<file path="src/hdl/decoder_pkg.sv">
`default_nettype none

package decoder_pkg;

    localparam int DATA_W = 16;

    typedef logic [DATA_W-1:0] word_t;
    typedef logic [3:0]        reg_sel_t;

    localparam reg_sel_t REG_SEL_NONE = 4'd0;
    localparam reg_sel_t REG_SEL_IMM  = 4'd8;

    // operand fetch states
    typedef enum logic [2:0] {
        ST_INST       = 3'd0,
        ST_IO_ONE_ARG = 3'd1,
        ST_TWO_ARGA   = 3'd2,
        ST_TWO_ARGB   = 3'd3,
        ST_IO_ARGA    = 3'd4,
        ST_IO_ARGB    = 3'd5,
        ST_IO_OP      = 3'd6
    } state_t;

    // opcode words, the low byte doubles as the alu operation
    localparam word_t OP_NOP    = 16'h0000;
    localparam word_t OP_ADD_RR = 16'h0001;
    localparam word_t OP_SUB_RR = 16'h0002;
    localparam word_t OP_AND_RR = 16'h0003;
    localparam word_t OP_OR_RR  = 16'h0004;
    localparam word_t OP_NOT_RR = 16'h0005;
    localparam word_t OP_XOR_RR = 16'h0006;
    localparam word_t OP_ADD_RI = 16'h0101;
    localparam word_t OP_SUB_RI = 16'h0102;
    localparam word_t OP_AND_RI = 16'h0103;
    localparam word_t OP_OR_RI  = 16'h0104;
    localparam word_t OP_NOT_RI = 16'h0105;
    localparam word_t OP_XOR_RI = 16'h0106;
    localparam word_t OP_INC    = 16'h0010;
    localparam word_t OP_DEC    = 16'h0011;
    localparam word_t OP_JMP    = 16'h0020;
    localparam word_t OP_INT    = 16'h0030;
    localparam word_t OP_MOV_RR = 16'h00ff;
    localparam word_t OP_LOAD   = 16'h02ff;
    localparam word_t OP_MOV_RA = 16'h03fd;
    localparam word_t OP_PUSH   = 16'h03f9;
    localparam word_t OP_POP    = 16'h03fa;

    // io: bit0 write, bit1 bus lock
    typedef logic [1:0] io_code_t;
    // pc: bit0 set, bit1 output enable, bit2 lock
    typedef logic [2:0] pc_code_t;
    // dc: bit0 data out, bit1 data enable, bit2 address out, bit3 lock
    typedef logic [3:0] dc_code_t;
    // ct: bit6 soft interrupt effective, bits 11..7 soft interrupt number
    typedef logic [12:0] ct_code_t;
    // alu: op 18..11, second selector 10..7, first selector 6..3, io flags 2..0
    typedef logic [18:0] alu_code_t;
    typedef logic [2:0]  alu_io_t;

    localparam alu_io_t ALU_IO_NONE  = 3'b000;
    localparam alu_io_t ALU_IO_DC_IN = 3'b010;
    localparam alu_io_t ALU_IO_OUT   = 3'b011;

    localparam pc_code_t PC_FETCH = 3'b010;
    localparam pc_code_t PC_JUMP  = 3'b001;
    localparam pc_code_t PC_HOLD  = 3'b100;

    localparam dc_code_t DC_READ = 4'b0010;
    localparam dc_code_t DC_ADDR = 4'b0110;
    localparam dc_code_t DC_IDLE = 4'b0000;

    localparam io_code_t IO_WRITE = 2'b11;

endpackage

`default_nettype wire

</file>
<file path="src/hdl/opcode_lookup.sv">
`timescale 1ns/1ps
`default_nettype none

module opcode_lookup
    import decoder_pkg::*;
(
    input  word_t  i_opcode,
    output state_t o_first_state
);

    // the number of words per instruction follows from the first state:
    // two-arg and io-one-arg take three words, io-arg takes four,
    // io-op alone takes two and inst alone takes one
    always_comb begin
        case (i_opcode)
            OP_ADD_RR,
            OP_SUB_RR,
            OP_AND_RR,
            OP_OR_RR,
            OP_NOT_RR,
            OP_XOR_RR: begin
                o_first_state = ST_TWO_ARGA;
            end
            OP_ADD_RI,
            OP_SUB_RI,
            OP_AND_RI,
            OP_OR_RI,
            OP_NOT_RI,
            OP_XOR_RI: begin
                o_first_state = ST_TWO_ARGA;
            end
            // register moves and loads
            OP_MOV_RR,
            OP_LOAD: begin
                o_first_state = ST_TWO_ARGA;
            end
            OP_INC,
            OP_DEC,
            OP_JMP: begin
                o_first_state = ST_TWO_ARGA;
            end
            // register to address, needs source and address words
            OP_MOV_RA: begin
                o_first_state = ST_IO_ARGA;
            end
            OP_PUSH,
            OP_POP: begin
                o_first_state = ST_IO_ONE_ARG;
            end
            // interrupt number follows directly
            OP_INT: begin
                o_first_state = ST_IO_OP;
            end
            OP_NOP: begin
                o_first_state = ST_INST;
            end
            // unknown words are skipped as one-word no-ops
            default: begin
                o_first_state = ST_INST;
            end
        endcase
    end

endmodule

`default_nettype wire

</file>
<file path="src/hdl/operand_sequencer.sv">
`timescale 1ns/1ps
`default_nettype none

module operand_sequencer
    import decoder_pkg::*;
(
    input  wire    clk,
    input  wire    n_rst,

    input  word_t  i_data,
    input  logic   i_lock,
    input  logic   i_interrupt,

    input  state_t i_first_state,

    output state_t o_state,
    output word_t  o_word,
    output word_t  o_opcode,
    output word_t  o_arga,
    output word_t  o_argb
);

    word_t  replay_q;
    word_t  word;
    state_t state_q;
    state_t state_d;
    word_t  opcode_q;
    word_t  arga_q;
    word_t  argb_q;

    // while locked the word seen last before the lock is replayed
    assign word = i_lock ? replay_q : i_data;

    always_ff @(posedge clk or negedge n_rst) begin
        if (!n_rst) begin
            replay_q <= '0;
        end else if (!i_lock) begin
            replay_q <= i_data;
        end
    end

    always_comb begin
        case (state_q)
            ST_INST:       state_d = i_first_state;
            ST_IO_ONE_ARG: state_d = ST_IO_OP;
            ST_TWO_ARGA:   state_d = ST_TWO_ARGB;
            ST_TWO_ARGB:   state_d = ST_INST;
            ST_IO_ARGA:    state_d = ST_IO_ARGB;
            ST_IO_ARGB:    state_d = ST_IO_OP;
            ST_IO_OP:      state_d = ST_INST;
            default:       state_d = ST_INST;
        endcase
    end

    // interrupt aborts whatever is in flight, even under lock
    always_ff @(posedge clk or negedge n_rst) begin
        if (!n_rst) begin
            state_q <= ST_INST;
        end else if (i_interrupt) begin
            state_q <= ST_INST;
        end else if (!i_lock) begin
            state_q <= state_d;
        end
    end

    always_ff @(posedge clk or negedge n_rst) begin
        if (!n_rst) begin
            opcode_q <= '0;
        end else if (!i_lock && state_q == ST_INST) begin
            opcode_q <= word;
        end
    end

    // first operand word
    always_ff @(posedge clk or negedge n_rst) begin
        if (!n_rst) begin
            arga_q <= '0;
        end else if (!i_lock) begin
            case (state_q)
                ST_TWO_ARGA,
                ST_IO_ONE_ARG,
                ST_IO_ARGA: begin
                    arga_q <= word;
                end
                default: begin
                    arga_q <= arga_q;
                end
            endcase
        end
    end

    // second operand word, only the address of mov_ra
    always_ff @(posedge clk or negedge n_rst) begin
        if (!n_rst) begin
            argb_q <= '0;
        end else if (!i_lock && state_q == ST_IO_ARGB) begin
            argb_q <= word;
        end
    end

    assign o_state  = state_q;
    assign o_word   = word;
    assign o_opcode = (state_q == ST_INST) ? word : opcode_q;
    assign o_arga   = arga_q;
    assign o_argb   = argb_q;

endmodule

`default_nettype wire

</file>
<file path="src/hdl/control_encoder.sv">
`timescale 1ns/1ps
`default_nettype none

module control_encoder
    import decoder_pkg::*;
(
    input  state_t    i_state,
    input  word_t     i_opcode,
    input  word_t     i_word,
    input  word_t     i_arga,
    input  word_t     i_argb,

    output io_code_t  o_io_code,
    output pc_code_t  o_pc_code,
    output dc_code_t  o_dc_code,
    output ct_code_t  o_ct_code,
    output alu_code_t o_alu_code,
    output word_t     o_data_alu,
    output word_t     o_addr
);

    function automatic alu_code_t pack_alu(
        input logic [7:0] op,
        input reg_sel_t   sel2,
        input reg_sel_t   sel1,
        input alu_io_t    flags
    );
        pack_alu = {op, sel2, sel1, flags};
    endfunction

    logic [7:0] op;

    assign op = i_opcode[7:0];

    always_comb begin
        // fetch defaults, every state but the last one of an instruction
        o_io_code  = '0;
        o_pc_code  = PC_FETCH;
        o_dc_code  = DC_READ;
        o_ct_code  = '0;
        o_alu_code = '0;
        o_data_alu = '0;
        o_addr     = '0;

        case (i_state)
            ST_TWO_ARGB: begin
                case (i_opcode)
                    OP_ADD_RR,
                    OP_SUB_RR,
                    OP_AND_RR,
                    OP_OR_RR,
                    OP_NOT_RR,
                    OP_XOR_RR,
                    OP_MOV_RR: begin
                        o_alu_code = pack_alu(op, i_word[3:0], i_arga[3:0], ALU_IO_NONE);
                    end
                    // immediate comes in through the decoder data path
                    OP_ADD_RI,
                    OP_SUB_RI,
                    OP_AND_RI,
                    OP_OR_RI,
                    OP_NOT_RI,
                    OP_XOR_RI: begin
                        o_alu_code = pack_alu(op, REG_SEL_IMM, i_arga[3:0], ALU_IO_DC_IN);
                    end
                    // arga carries the value, the final word names the target
                    OP_LOAD: begin
                        o_alu_code = pack_alu(op, REG_SEL_NONE, i_word[3:0], ALU_IO_DC_IN);
                        o_data_alu = i_arga;
                    end
                    OP_INC,
                    OP_DEC: begin
                        o_alu_code = pack_alu(op, REG_SEL_NONE, i_arga[3:0], ALU_IO_NONE);
                    end
                    OP_JMP: begin
                        o_pc_code = PC_JUMP;
                        o_dc_code = DC_ADDR;
                        o_addr    = i_word;
                    end
                    default: begin
                        o_alu_code = '0;
                    end
                endcase
            end
            ST_IO_OP: begin
                case (i_opcode)
                    OP_MOV_RA: begin
                        o_io_code  = IO_WRITE;
                        o_pc_code  = PC_HOLD;
                        o_dc_code  = DC_ADDR;
                        o_alu_code = pack_alu(op, REG_SEL_NONE, i_arga[3:0], ALU_IO_OUT);
                        o_addr     = i_argb;
                    end
                    // stack access, address comes from the stack pointer
                    OP_PUSH: begin
                        o_io_code  = IO_WRITE;
                        o_pc_code  = PC_HOLD;
                        o_dc_code  = DC_IDLE;
                        o_alu_code = pack_alu(op, REG_SEL_NONE, i_arga[3:0], ALU_IO_OUT);
                    end
                    OP_POP: begin
                        o_pc_code  = PC_HOLD;
                        o_dc_code  = DC_IDLE;
                        o_alu_code = pack_alu(op, REG_SEL_NONE, i_arga[3:0], ALU_IO_DC_IN);
                    end
                    // soft interrupt number is taken from the final word
                    OP_INT: begin
                        o_ct_code[6]    = 1'b1;
                        o_ct_code[11:7] = i_word[4:0];
                    end
                    default: begin
                        o_ct_code = '0;
                    end
                endcase
            end
            default: begin
                o_alu_code = '0;
            end
        endcase
    end

endmodule

`default_nettype wire

</file>
<file path="src/hdl/inst_decoder_top.sv">
`timescale 1ns/1ps
`default_nettype none

module inst_decoder_top
    import decoder_pkg::*;
(
    input  wire       clk,
    input  wire       n_rst,

    input  word_t     i_data,
    input  logic      i_lock,
    input  logic      i_interrupt,

    output io_code_t  o_io_code,
    output pc_code_t  o_pc_code,
    output dc_code_t  o_dc_code,
    output ct_code_t  o_ct_code,
    output alu_code_t o_alu_code,
    output word_t     o_data_alu,
    output word_t     o_addr
);

    state_t first_state;
    state_t state;
    word_t  word;
    word_t  opcode;
    word_t  arga;
    word_t  argb;

    // decode sees the effective word straight from the sequencer
    opcode_lookup u_lookup (
        .i_opcode      (word),
        .o_first_state (first_state)
    );

    operand_sequencer u_sequencer (
        .clk           (clk),
        .n_rst         (n_rst),
        .i_data        (i_data),
        .i_lock        (i_lock),
        .i_interrupt   (i_interrupt),
        .i_first_state (first_state),
        .o_state       (state),
        .o_word        (word),
        .o_opcode      (opcode),
        .o_arga        (arga),
        .o_argb        (argb)
    );

    control_encoder u_encoder (
        .i_state    (state),
        .i_opcode   (opcode),
        .i_word     (word),
        .i_arga     (arga),
        .i_argb     (argb),
        .o_io_code  (o_io_code),
        .o_pc_code  (o_pc_code),
        .o_dc_code  (o_dc_code),
        .o_ct_code  (o_ct_code),
        .o_alu_code (o_alu_code),
        .o_data_alu (o_data_alu),
        .o_addr     (o_addr)
    );

endmodule

`default_nettype wire

</file>
<file path="config.mk">
export PLATFORM = sky130hd
export DESIGN_NAME = inst_decoder_top
export DESIGN_NICKNAME = d
export VERILOG_FILES = /design/src/hdl/decoder_pkg.sv /design/src/hdl/opcode_lookup.sv /design/src/hdl/operand_sequencer.sv /design/src/hdl/control_encoder.sv /design/src/hdl/inst_decoder_top.sv
export SDC_FILE = /design/constraint.sdc
export NUM_CORES = 1
export LEC_CHECK = 0
export ABC_AREA = 1
export BUFFER_PORTS_ARGS = -buffer_cell sky130_fd_sc_hd__buf_4
export CAP_MARGIN = 20
export CORE_MARGIN = 4
export CORE_UTILIZATION = 40
export DETAILED_ROUTE_END_ITERATION = 7
export SYNTH_ARGS = -nofsm -noshare
export SYNTH_HDL_FRONTEND = slang
export SYNTH_SLANG_ARGS = --single-unit
</file>
<file path="constraint.sdc">
create_clock -name clk -period 3.5 [get_ports clk]
set_input_delay 1.05 -clock clk [delete_from_list [all_inputs] [get_ports clk]]
set_output_delay 1.05 -clock clk [all_outputs]
set_load 0.005 [all_outputs]
</file>
==> flow_summary.yaml <==
setup_path:
  worstSetupEndpointType: "primary output"
  path_class: "in -> out"
  cp.arrival_ns: 2.90
  crit_required_ns: 2.45
  cp-start-kind: "input pin"
  path_max_fanout: 8
global_route:
  grt-ovfl-total: 0
  first_global_vias: 4293
  grt_usage_pct: 22.0
  antenna_found_initial: 0
  grt_max_degree: 68
  grt_pass1_wl_um: 21600
floorplan:
  die_w_um: 111
  pin_count: 93
  fp.dieH_um: 111
  core_area_sq_um: 10300
  rows: 37
  dieArea_sq_um: 12300
  start_util_pct: 41.0
clock_tree:
  cts_buffer_depth: 2
  numCtsBuffers: 9
  worstSkewPairLatency_ns: 0.34
  cts_max_level: 3
  hold_buffers: 0
  cts_tree: "yes"
  cts.sinks: 67
  clk_pin_slew_worst_paths_ns: 0.08
  cts-root-buf: "clkbuf_8"
run_status:
  status: "finished, violations left"
  violations: "DRC, setup timing"
drt:
  ant_nets: 0
  drc_errors: 5
  wl_per_cell_um: 15.9
  drt-pass1-iter-count: 8
  vias_per_cell: 5.03
  drtIter0Drc: 329
  vias: 4608
  wirelength_um: 14600
layout:
  drive_gt1_share_pct: 46.7
  layout.cells.non_filler: 916
  antenna_cells: 0
  finalNetCount: 795
  design_area_sq_um: 6660
  syn_to_final_growth_pct: 57.5
synthesis:
  synth_seq_area_share_pct: 39.7
  synth-seq-cells: 67
  syn_area_per_cell_sq_um: 7.21
  ys_types: 35
  syn-cell-area_sq_um: 4230
  yosysTopAreaCellShare_pct: 39.7
  yosys.area.top_type: "dfrtp_1"
  syn-instance-count: 586
  ys.warnings.count: 0
  yosys-top-cells-area: "dfrtp_1 (40%), nand2_1 (15%), o21ai_0 (7.9%), inv_1 (5.4%), nand3_1 (4.0%)"
pwr:
  p_per_area_nw_per_um2: 315
  p_total_mw: 2.10
  ir_drop_mv: 0.330
  leakage_nw: 3.28
timing:
  hold_viol: 0
  slew_headroom_pct: 38.6
  period_minus_slack_ns: 3.95
  setup_ws_ns: -0.452
  tightestPinTransition_ns: 0.919
  setup_viol: 63
  period_share_pct: 113
  finalClockSkew_ns: 0.00456
  rsz0062_at_grt: "yes"
  final_max_slew_viol_count: 0
  fmax_ghz: 0.253
placement:
  dp.cells: 861
  io_buffer_count: 82
  pre_cts_slack_ns: -0.596
  gp_congestion: 0.906
  hpwl_um: 10100
  placed_cell_area_sq_um: 5500
min_path:
  hold_class: "reg -> reg"
job:
  maxCapViolCount: 0
[critical path, cell delays in order]
cell and delay, ns:
buf_16 0.13, buf_12 0.15, nand2_1 0.10, o21ai_4 0.08
o21ai_2 0.24, nand2_1 0.13, nand2_1 0.09, nand2_2 0.06
buf_4 0.14, nand3_4 0.09, nand4_1 0.11, nand2_2 0.13
nand2_2 0.08, nand2_4 0.13, nor2_2 0.05, buf_4 0.13
[synth_stat cells (all sizes together)]
library cell  count
buf              19
nand3b            1
a21oi             4
o221ai            1
nor4              2
dfrtp            67
o21ai            86
nand4             6
inv              68
or4               1
clkbuf           13
o21a              1
conb              1
o22ai             3
nand2           197
nor2             65
nor3             11
o311ai            1
clkinv            2
nand3            37
[sequential cells by signal (all words and copies together) (netlist names)]
signal,count
u_sequencer.o_state,3
u_sequencer.o_arga,16
u_sequencer.opcode_q,16
u_sequencer.replay_q,16
u_sequencer.o_argb,16
[routing by layer]
layer | vias to the layer above | GRT usage [%] | wire length, um
li1 | 2222 | - | -
met2 | 166 | 38.0 | 7490
met3 | 28 | 3.55 | 714
met4 | 0 | 7.88 | 386
met5 | - | 0 | 0
met1 | 2192 | 27.6 | 6000
[cell type report]
type / instances / area (sq um)
Clock buffer: 10 / 128
Clock inverter: 6 / 65.1
Fill cell: 904 / 3660
Inverter: 70 / 288
Multi-Input combinational cell: 426 / 2600
Sequential cell: 67 / 1680
Tap cell: 136 / 170
Timing Repair Buffer: 201 / 1730
[power breakdown]
group          internal [mW]  switching [mW]
Sequential             0.883          0.0694
Clock                  0.331           0.313
Combinational          0.224           0.278
[path summary, 6_finish.rpt]
path | slack (ns) | end | startpoint | cells after the start
worst min register to register | 0.49 | u_sequencer.opcode_q[12] | u_sequencer.opcode_q[12] | 2
worst max-delay path | -0.45 | o_alu_code[14] | i_lock | 16
worst max register to register | 1.27 | u_sequencer.o_arga[4] | u_sequencer.o_state[2] | 8
worst min-delay path | 0.49 | u_sequencer.opcode_q[12] | u_sequencer.opcode_q[12] | 2
min in group asynchronous | 0.82 | u_sequencer.o_argb[9] | n_rst | 1
max in group asynchronous | 2.13 | u_sequencer.o_argb[0] | n_rst | 1
[per-stage QoR]
| step | util (%) | hold WS [ns] | TNS, ns |
|---|---|---|---|
| 3_5_place_dp | 53.3 | 0.474 | -26.90 |
| 5_1_grt | 64.5 | 0.510 | -23.98 |
| 6_report | 64.5 | 0.489 | -19.25 |
| 4_1_cts | 59.2 | 0.493 | -17.31 |
| 3_3_place_gp | 53.3 | 0.466 | -25.07 |
| 2_1_floorplan | - | 0.453 | -2.25 |
[timing repair]
action / 4_1_cts / 5_1_grt
resized for setup: 65 / 93
cloned: 1 / 1
endpoints found under the setup margin: 63 / 63
buffers inserted: 19 / 19
pin swaps: 28 / 40
[kinds of logic after synthesis]
group / synth area share [%]
AO/OA/AOI/OAI: 12.8
buffers and inverters: 11.2
flip-flops: 39.7
other: 0.0887
AND/OR/NAND/NOR: 36.3
[cell usage in the layout (no fill, tap or decap), types with 2 or more instances in the layout]
cell,synthesis,layout
o21ai_4,2,6
clkinv_2,0,2
o21ai_1,10,11
o22ai_1,3,2
inv_1,61,55
nor2_2,18,11
dfrtp_1,67,67
nand2_1,172,141
o21ai_2,7,10
nand3_2,3,6
nand2_4,6,21
buf_4,11,166
nor3_4,1,3
nor2_4,6,28
buf_6,6,26
nand3_4,0,5
nor3_2,2,4
nor2_1,41,26
inv_2,7,9
nand3_1,34,26
buf_12,0,4
conb_1,1,10
clkbuf_8,0,9
nand2_2,19,35
nand4_4,1,2
inv_4,0,2
clkinvlp_4,0,3
a21oi_1,4,3
nor4_1,2,2
buf_8,0,2
nor3_1,8,4
nand4_1,4,4
o21ai_0,67,59
Power figures use the tool's default switching activity.
